$ cat src/include/sysmon_config.svh
`ifndef SYSMON_CONFIG_SVH
`define SYSMON_CONFIG_SVH

// register bus
`define SYSMON_BYTECNT_SIZE 7            // byte count width on the bus

`define SYSMON_REG_DRP_ADDR 8'd81        // DRP address, bit 7 set = write
`define SYSMON_REG_DRP_DATA 8'd82        // DRP data, byte per bytecnt
`define SYSMON_REG_STAT     8'd83        // sticky alarms, write clears

// DRP map, measurement results are read only
`define SYSMON_DRP_TEMP     7'h00
`define SYSMON_DRP_VCCINT   7'h01
`define SYSMON_DRP_VCCAUX   7'h02
`define SYSMON_DRP_VBRAM    7'h06

// upper limits, compared on bits 15:4
`define SYSMON_DRP_LIM_TEMP   7'h50      // user temp alarm
`define SYSMON_DRP_LIM_VCCINT 7'h51
`define SYSMON_DRP_LIM_VCCAUX 7'h52
`define SYSMON_DRP_LIM_OT     7'h53      // over-temperature
`define SYSMON_DRP_LIM_VBRAM  7'h58

`endif

$ cat src/logic/reg_bus_pkg.sv
`default_nettype none

`include "sysmon_config.svh"

// register bus as seen by every register block on the board controller
package reg_bus_pkg;

  // one bus cycle from the USB side
  typedef struct packed {
    logic [7:0]                      address;  // register select
    logic [`SYSMON_BYTECNT_SIZE-1:0] bytecnt;  // byte index in multi-byte reg
    logic [7:0]                      datai;    // write data
    logic                            read;     // read strobe
    logic                            write;    // write strobe
  } reg_cmd_t;

endpackage

`default_nettype wire

$ cat src/logic/sysmon_pkg.sv
`default_nettype none

// DRP port and sensor side of the system monitor
package sysmon_pkg;

  // DRP request, den pulses for one cycle
  typedef struct packed {
    logic [6:0]  addr;   // register file index
    logic [15:0] din;    // write word
    logic        den;    // enable pulse
    logic        dwe;    // write when set
  } drp_req_t;

  // DRP response, dout valid with drdy
  typedef struct packed {
    logic [15:0] dout;   // register contents
    logic        drdy;   // one cycle after den
  } drp_rsp_t;

  // raw 12-bit sensor readings
  typedef struct packed {
    logic [11:0] temp;
    logic [11:0] vccint;
    logic [11:0] vccaux;
    logic [11:0] vbram;
  } sensor_t;

  // declared msb first, so ot lands in bit 0 of STAT
  typedef struct packed {
    logic vbram;         // bit 4
    logic vccaux;        // bit 3
    logic vccint;        // bit 2
    logic user_temp;     // bit 1
    logic ot;            // bit 0
  } alarm_t;

endpackage

`default_nettype wire

$ cat src/logic/sysmon_core.sv
`timescale 1ns/10ps
`default_nettype none

`include "sysmon_config.svh"

module sysmon_core
  import sysmon_pkg::*;
(
  input  wire           clk_usb,
  input  wire           reset_i,
  input  wire drp_req_t drp_req,    // from register window
  output drp_rsp_t      drp_rsp,    // drdy one cycle after den
  input  wire sensor_t  sensor,     // raw readings
  output alarm_t        alarm,      // registered alarm levels
  output logic [11:0]   temp_out    // sampled temperature
);

  logic [15:0] drp_mem [128];       // DRP register file
  sensor_t     sample;              // sensor registered every cycle
  logic [15:0] rd_word;             // word at drp_req.addr
  logic        meas_hit;            // addr is a read-only measurement
  logic [15:0] dout_q;
  logic        drdy_q;

  // channel above its limit, limit kept in bits 15:4
  function automatic logic over_limit(input logic [11:0] value, input logic [15:0] limit);
    return value > limit[15:4];
  endfunction

  // measurements come from the sample, left aligned like the limits
  always_comb begin
    meas_hit = 1'b1;
    case (drp_req.addr)
      `SYSMON_DRP_TEMP:   rd_word = {sample.temp, 4'h0};
      `SYSMON_DRP_VCCINT: rd_word = {sample.vccint, 4'h0};
      `SYSMON_DRP_VCCAUX: rd_word = {sample.vccaux, 4'h0};
      `SYSMON_DRP_VBRAM:  rd_word = {sample.vbram, 4'h0};
      default: begin
        rd_word  = drp_mem[drp_req.addr];
        meas_hit = 1'b0;
      end
    endcase
  end

  // register file, limits come up at all ones so nothing alarms
  always_ff @(posedge clk_usb) begin
    if (reset_i) begin
      for (int i = 0; i < 128; i++) begin
        drp_mem[i] <= 16'h0000;
      end
      drp_mem[`SYSMON_DRP_LIM_TEMP]   <= 16'hffff;
      drp_mem[`SYSMON_DRP_LIM_VCCINT] <= 16'hffff;
      drp_mem[`SYSMON_DRP_LIM_VCCAUX] <= 16'hffff;
      drp_mem[`SYSMON_DRP_LIM_OT]     <= 16'hffff;
      drp_mem[`SYSMON_DRP_LIM_VBRAM]  <= 16'hffff;
    end else if (drp_req.den && drp_req.dwe && !meas_hit) begin
      drp_mem[drp_req.addr] <= drp_req.din;    // writes to measurements dropped
    end
  end

  // sampling, DRP answer and limit compares
  always_ff @(posedge clk_usb) begin
    if (reset_i) begin
      sample <= '0;
      drdy_q <= 1'b0;
      dout_q <= 16'h0000;
      alarm  <= '0;
    end else begin
      sample <= sensor;                         // every cycle
      drdy_q <= drp_req.den;                    // fixed one-cycle latency
      if (drp_req.den) begin
        dout_q <= rd_word;                      // contents before any write
      end
      // compares run on the sample, one stage behind it
      alarm.ot        <= over_limit(sample.temp, drp_mem[`SYSMON_DRP_LIM_OT]);
      alarm.user_temp <= over_limit(sample.temp, drp_mem[`SYSMON_DRP_LIM_TEMP]);
      alarm.vccint    <= over_limit(sample.vccint, drp_mem[`SYSMON_DRP_LIM_VCCINT]);
      alarm.vccaux    <= over_limit(sample.vccaux, drp_mem[`SYSMON_DRP_LIM_VCCAUX]);
      alarm.vbram     <= over_limit(sample.vbram, drp_mem[`SYSMON_DRP_LIM_VBRAM]);
    end
  end

  assign drp_rsp  = '{dout: dout_q, drdy: drdy_q};
  assign temp_out = sample.temp;                // one cycle behind sensor

endmodule

`default_nettype wire

$ cat src/logic/sysmon_regs.sv
`timescale 1ns/10ps
`default_nettype none

`include "sysmon_config.svh"

module sysmon_regs
  import reg_bus_pkg::*;
  import sysmon_pkg::*;
(
  input  wire           clk_usb,
  input  wire           reset_i,
  input  wire reg_cmd_t bus,        // register bus cycle
  output logic [7:0]    reg_datao,  // read data, comb from bus
  output drp_req_t      drp_req,    // to core DRP port
  input  wire drp_rsp_t drp_rsp,    // from core DRP port
  input  wire alarm_t   alarm,      // alarm levels, registered in core
  output logic          error       // any sticky bit set
);

  // DRP writes: load data bytes, then write DRP_ADDR with bit 7 set
  // DRP reads: write DRP_ADDR with bit 7 clear, then read DRP_DATA bytes

  logic [6:0]  drp_addr;            // last address, bit 7 stripped
  logic [15:0] drp_din;             // staged write word
  logic        drp_den;             // one-cycle enable
  logic        drp_dwe;             // held with addr
  logic        pend_read;           // outstanding request is a read
  logic [15:0] rd_data;             // dout of last DRP read
  alarm_t      sticky;              // caught alarms, held until cleared

  logic        wr_addr;             // write strobe to DRP_ADDR
  logic        wr_data;             // write strobe to DRP_DATA
  logic        wr_stat;             // write strobe to STAT
  logic [3:0]  byte_sel;            // bit offset of selected byte, 0 or 8

  assign wr_addr  = bus.write && (bus.address == `SYSMON_REG_DRP_ADDR);
  assign wr_data  = bus.write && (bus.address == `SYSMON_REG_DRP_DATA);
  assign wr_stat  = bus.write && (bus.address == `SYSMON_REG_STAT);
  assign byte_sel = {bus.bytecnt[0], 3'b000};   // only two bytes in the word

  // read mux, zero when not reading or unmapped
  always_comb begin
    reg_datao = 8'h00;
    if (bus.read) begin
      case (bus.address)
        `SYSMON_REG_DRP_ADDR: reg_datao = {1'b0, drp_addr};
        `SYSMON_REG_DRP_DATA: reg_datao = rd_data[byte_sel +: 8];
        `SYSMON_REG_STAT:     reg_datao = {3'b000, sticky};
        default:              reg_datao = 8'h00;
      endcase
    end
  end

  // DRP launch, den one cycle after the address write
  always_ff @(posedge clk_usb) begin
    if (reset_i) begin
      drp_addr  <= 7'h00;
      drp_den   <= 1'b0;
      drp_dwe   <= 1'b0;
      pend_read <= 1'b0;
    end else begin
      drp_den <= wr_addr;                       // single pulse per write
      if (wr_addr) begin
        drp_addr  <= bus.datai[6:0];
        drp_dwe   <= bus.datai[7];              // top bit picks write
        pend_read <= ~bus.datai[7];
      end else if (drp_rsp.drdy) begin
        pend_read <= 1'b0;                      // request answered
      end
    end
  end

  // write word staging and read capture, payload only
  always_ff @(posedge clk_usb) begin
    if (wr_data) begin
      drp_din[byte_sel +: 8] <= bus.datai;      // fill one byte
    end
    if (drp_rsp.drdy && pend_read) begin
      rd_data <= drp_rsp.dout;                  // readable the next cycle
    end
  end

  // alarms can be short, so latch each bit until STAT is written
  always_ff @(posedge clk_usb) begin
    if (reset_i) begin
      sticky <= '0;
    end else if (wr_stat) begin
      sticky <= '0;                             // clear wins over new alarms
    end else begin
      sticky <= sticky | alarm;
    end
  end

  assign drp_req = '{addr: drp_addr, din: drp_din, den: drp_den, dwe: drp_dwe};
  assign error   = |sticky;

endmodule

`default_nettype wire

$ cat src/logic/sysmon_top.sv
`timescale 1ns/10ps
`default_nettype none

module sysmon_top
  import reg_bus_pkg::*;
  import sysmon_pkg::*;
(
  input  wire           clk_usb,
  input  wire           reset_i,
  input  wire reg_cmd_t bus,        // register bus from USB side
  output logic [7:0]    reg_datao,  // register read data
  input  wire sensor_t  sensor,     // raw sensor readings
  output logic          error,      // sticky alarm summary
  output logic [11:0]   temp_out    // sampled temperature
);

  drp_req_t drp_req;                // window to core
  drp_rsp_t drp_rsp;                // core to window
  alarm_t   alarm;                  // registered alarm levels

  sysmon_regs u_regs (
    .clk_usb   (clk_usb),
    .reset_i   (reset_i),
    .bus       (bus),
    .reg_datao (reg_datao),
    .drp_req   (drp_req),
    .drp_rsp   (drp_rsp),
    .alarm     (alarm),
    .error     (error)
  );

  sysmon_core u_core (
    .clk_usb   (clk_usb),
    .reset_i   (reset_i),
    .drp_req   (drp_req),
    .drp_rsp   (drp_rsp),
    .sensor    (sensor),
    .alarm     (alarm),
    .temp_out  (temp_out)
  );

endmodule

`default_nettype wire

$ cat config.mk
export PLATFORM = sky130hd
export DESIGN_NAME = sysmon_top
export DESIGN_NICKNAME = d
export VERILOG_FILES = /design/src/logic/reg_bus_pkg.sv /design/src/logic/sysmon_pkg.sv /design/src/logic/sysmon_core.sv /design/src/logic/sysmon_regs.sv /design/src/logic/sysmon_top.sv
export VERILOG_INCLUDE_DIRS = /design/src /design/src/include
export SDC_FILE = /design/constraint.sdc
export NUM_CORES = 2
export LEC_CHECK = 0
export ABC_AREA = 1
export BUFFER_PORTS_ARGS = -buffer_cell sky130_fd_sc_hd__buf_2
export CORE_MARGIN = 2
export CORE_UTILIZATION = 41
export CTS_CLUSTER_SIZE = 8
export DETAILED_ROUTE_END_ITERATION = 8
export REMOVE_ABC_BUFFERS = 1
export SLEW_MARGIN = 20
export SYNTH_ARGS = -nofsm -noshare
export SYNTH_HDL_FRONTEND = slang
export SYNTH_SLANG_ARGS = --single-unit
$ cat constraint.sdc
create_clock -name clk_usb -period 3.4 [get_ports clk_usb]
set_clock_uncertainty 0.05 [all_clocks]
set_input_delay 0.68 -clock clk_usb [delete_from_list [all_inputs] [get_ports clk_usb]]
set_output_delay 0.68 -clock clk_usb [all_outputs]
set_load 0.02 [all_outputs]
======== Yosys cells after proc, flatten, opt, wreduce, memory -nomap -nowiden ========
Memories as Yosys holds them, arrays and structs flattened. A register that Yosys moved wholly into a read port is not among the register bits.
Cells that the tools add are included.
storage, ports and cells
  register bits ........................... 117
  memory bits (writable) .................. 2,048
  input port bits ......................... 75
  output and inout bits ................... 21
  word-level logic and storage cells ...... 80
  memories ................................ 1
cells by class
  $add $sub $neg .......................... 1
  order comparisons ....................... 5
  eq/ne operators ......................... 6
  shifts and indexed selects .............. 3
  multiplexer cells ....................... 22
  bitwise gates (word level) .............. 7
  reduce and logical (&&, ||, !) cells .... 13
memories
  memory          depth  width  rd ports  clocked after Yosys merged registers in  write ports  RTL line           RTL
  u_core.drp_mem  128    16     6         1                                        128          sysmon_core.sv:18  logic [15:0] drp_mem [128];
operator list
  operator                                                                number
  16-bit two-way mux                                                      6
  16-bit one-hot mux with 4 select lines                                  1
  12-bit greater-than comparator                                          5
  8-bit by 7-bit equality test with 1-bit output, second input constant   3
  8-bit one-hot mux with 3 select lines                                   1
  7-bit two-way mux                                                       3
  16-bit bitwise mux                                                      1
  16-bit OR reduction                                                     1
  8-bit by 6-bit variable shift with 16-bit output, first input constant  1
  16-bit by 5-bit indexed part select with 8-bit output                   1
  8-bit by 6-bit indexed part select with 16-bit output                   1
  1-bit two-way mux                                                       9
  8-bit two-way mux                                                       1
  7-bit by 1-bit equality test with 1-bit output, second input constant   1
  7-bit by 2-bit equality test with 1-bit output, second input constant   1
  7-bit by 3-bit equality test with 1-bit output, second input constant   1
  7-bit zero test                                                         1
  1-bit logical AND                                                       6
  4-bit negation with 6-bit output                                        1
  1-bit bitwise OR                                                        5
  5-bit bitwise OR                                                        1
  5-bit OR reduction                                                      1
  4-bit OR reduction                                                      1
  2-bit nonzero test                                                      1
  3 further kinds                                                         3

======== Logic depth before layout (Yosys ltp) ========
  depth in word-level cells ............... 10
  gate-level depth with buffers ........... 15
  mapped depth without buffers ............ 12

======== By module ========
A second synthesis with hierarchy kept.
unflattened totals
  cell total of the unflattened synthesis .. 11,070
  area, all modules ....................... 100,687.8 um^2
by module, submodules not included
  module       instances  cells each  area an instance (um^2)
  sysmon_core  1          10,845      98,625.8
  sysmon_regs  1          225         2,062.0

======== Least setup slack after synthesis ========
OpenSTA, ideal clock, no wires.
  kind .................................... input to register
  from .................................... in reset_i
  to ...................................... mem u_core.drp_mem[80][0] (enable)
  arrival ................................. 2,724 ps
  path slack .............................. 215 ps
  stages on the path ...................... 6
  path buffers ............................ 1
  path through ............................ clkbuf_1 > nor2_1 > nand3_4 > nor2_1 > inv_1 > o21ai_0
RTL lines
  item             RTL line           RTL
  start, declared  sysmon_top.sv:9    input wire reset_i,
  end, declared    sysmon_core.sv:18

======== Final worst setup path ========
  from .................................... reg u_regs.rd_data[12]
  to ...................................... out reg_datao[4]
on the way
  cells in the longest elaborated chain, start to end .. 3
RTL lines
  item                                                   RTL line           RTL
  start, declared                                        sysmon_regs.sv:28  logic [15:0] rd_data;
  start signal, assigned                                 sysmon_regs.sv:79  rd_data <= drp_rsp.dout;
  16-bit by 5-bit indexed part select with 8-bit output  sysmon_regs.sv:47  `SYSMON_REG_DRP_DATA: reg_datao = rd_data[byte_sel +: 8];
  8-bit one-hot mux with 3 select lines                  sysmon_regs.sv:45  case (bus.address)
  8-bit two-way mux                                      sysmon_regs.sv:44  if (bus.read) begin
  end, declared                                          sysmon_top.sv:11   output logic [7:0] reg_datao,
No other way between the ends.

==> impl_metrics.ini <==
[status]
outcome = finished, final reports clean

[setup_path]
worstRegToRegCells = 10
path_class = reg -> out
cp.required_ns = 2.67
startpoint_type = register
crit_path_end = reg_datao[4]
reg2reg_to = u_core.drp_mem[53][15]
arrival_ns = 2.62
endpoint_kind = output pin
startpoint = u_regs.rd_data[12]
r2r_slack_ns = 0.07
cp_max_fo = 1
r2r_start = u_regs.drp_addr[1]

[global_route]
grt_first_pass_wirelength_um = 454000
grt_pass1_vias = 71001
gr-usage-all-layers = 0.251
grt_max_degree = 141
gr-total-overflow = 0
antenna_found_initial = 3

[cells_and_area]
stdcell_area_um2 = 112000
drive_above_1_share = 0.0928
fill_cells = 21535
area_delta_synth_final_pct = 15.6
fin_nets = 10305
utilization = 0.477

[cts]
cts_made_buffers = 322
clockBufferDepth = 4
clock-sinks = 2172
cts-root-buf = clkbuf_16
cts_tree = done
clkTransAtPathRegs_ns = 0.06
cts_max_level = 5
clk_latency_ns = 0.97

[floorplan]
die_x_um = 491
die_h_um = 491
core_um2 = 236000
num_io_pins = 96
initial_core_util = 0.413
die_area_um2 = 241000
core.rowCount = 178

[hold_path]
hp-class = in -> reg

[yosys]
synth_edf_count = 2080
ys_ff_latch = 2172
syn_inst = 9993
synth.cell_area_um2 = 97300
async_flop_share = 0
yosysWarnings = 0
seq_area_frac_synth = 0.661
yosys_most_used_dff = edfxtp_1
synth_cell_type_count = 37
avgSynthCellArea_um2 = 9.73

[sta]
clock.fmax_mhz = 298
tightest_slew_ns = 1.22
setup_viol = 0
fin_setup_tns_ns = 0
slew_headroom = 0.177
finalCriticalPeriod_ns = 3.35
final_max_slew_viol_count = 0
finalHoldViolations = 0
fin_crit_sh = 0.986

[pwr]
p_per_area_nw_per_um2 = 539
peakVddDrop_uv = 485
finalPower_uw = 60600
leakage_uw = 0.0459

[detailed_routing]
drt-total-wl_um = 310000
viasPerCell = 5.54
firstDrtPassIters = 8
drt-initial-drc-count = 8993
vias = 74260
wl_per_cell_um = 23.2
ant_nets = 0
drc_errors = 0

[placement]
dp_hpwl_um = 191000
io_buffers = 89
routabilityCongestion = 0.942
placed_cell_area_um2 = 103000

[job]
max_cap_viol_count = 0
[sequential cells by signal, indices dropped and copies added (netlist names), 5 cells and up, named ones only]
name	cells
u_core.drp_mem	2048
u_core.sample	36
u_core.dout_q	16
u_regs.drp_din	16
u_regs.rd_data	16
u_core.temp_out	12
u_regs.drp_addr	7
u_core.alarm	5
u_regs.sticky	5
[area by class of cell]
class / instances / area, µm² / area share
Sequential cell: 2172 / 64300 / 0.572
Multi-Input combinational cell: 6834 / 29100 / 0.259
Clock buffer: 401 / 8500 / 0.0756
Timing Repair Buffer: 629 / 5590 / 0.0498
Tap cell: 3150 / 3940 / 0.0351
Inverter: 211 / 905 / 0.00805
Clock inverter: 5 / 31.3 / 0.000278
Antenna cell: 5 / 12.5 / 0.000111
[timing repair]
item / in CTS / in global routing
setup endpoints to repair: 0 / 33
hold endpoints to repair: 57 / 0
hold buffers: 57 / 0
gates resized for setup: 0 / 1
setup buffers: 0 / 2
[where the power goes]
group,switching [µW],total [µW],internal (µW),leakage (µW)
Combinational,1300,1830,535,0.0205
Sequential,339,30700,30300,0.0213
Clock,10900,28100,17200,0.00416
[metal layers]
metal  wire length [µm]  GRT usage  share of wire
met3              29400     0.0493          0.095
met2             144000      0.398           0.46
met4              16100      0.124          0.052
met5                 13          0       0.000042
met1             121000      0.331           0.39
[critical path: stages, from the launching register on]
cell and delay [ns]:
edfxtp_1 0.37, or2_2 0.30, o21ai_1 0.37, o221ai_1 0.31, nand2_1 0.12, inv_1 0.04, buf_2 0.15
[how the worst min path moves through the flow]
stage	startpoint	slack, ns	to	cells after the start
2_1_floorplan	u_core.dout_q[10]	0.35	u_regs.rd_data[10]	0
3_3_place_gp	u_core.dout_q[13]	0.36	u_regs.rd_data[13]	0
3_5_place_dp	u_core.dout_q[5]	0.36	u_regs.rd_data[5]	0
4_1_cts	bus[0]	0.28	u_regs.sticky[4]	4
5_1_grt	bus[0]	0.32	u_regs.drp_din[14]	4
6_report	bus[0]	0.31	u_regs.drp_din[4]	4
[synth_stat cells, types with 3 or more instances]
library cell,number,share of area
a211oi_1,14,0.0011
inv_2,26,0.0010
mux2i_1,4,0.00041
dfxtp_1,92,0.019
inv_1,184,0.0071
buf_1,78,0.0030
nand2_1,2499,0.096
nor2_1,2028,0.078
a21oi_1,50,0.0026
nand4_1,10,0.00064
o221ai_1,4,0.00036
nor4_4,3,0.00066
edfxtp_1,2080,0.64
nor3_1,5,0.00026
ha_1,60,0.0077
a31oi_1,6,0.00039
clkbuf_1,656,0.025
o21ai_0,34,0.0017
buf_2,91,0.0047
buf_4,14,0.0011
nand3_1,2035,0.10
[through the flow]
stage               hold WS (ns)  instances  setup WS (ns)
finish                     0.308      13407         0.0481
global route               0.321      13403        -0.0108
CTS                        0.276      13400         0.0197
detailed placement         0.364      12937         -0.190
global placement           0.363      12933         -0.294
floorplan                  0.353       9217         -57.83
[cell usage in the layout (no fill, tap or decap), types with 74 or more instances in the layout]
| master | count |
|---|---|
| edfxtp_1 | 2080 |
| nor2_1 | 2024 |
| buf_4 | 408 |
| dfxtp_1 | 87 |
| nand2_1 | 2499 |
| buf_12 | 74 |
| inv_1 | 181 |
| nand3_1 | 2035 |
| buf_2 | 88 |
| clkbuf_16 | 329 |
[cell families after synthesis]
group	Yosys count	share of synthesized area
AND/OR/NAND/NOR	6588	0.282
flip-flops	2172	0.661
buffers and inverters	1050	0.0422
AO/OA/AOI/OAI	118	0.00695
adder cells (fa/ha/maj)	60	0.00772
multiplexers	4	0.000412
other	1	0.0000386
Power figures use the tool's default switching activity.
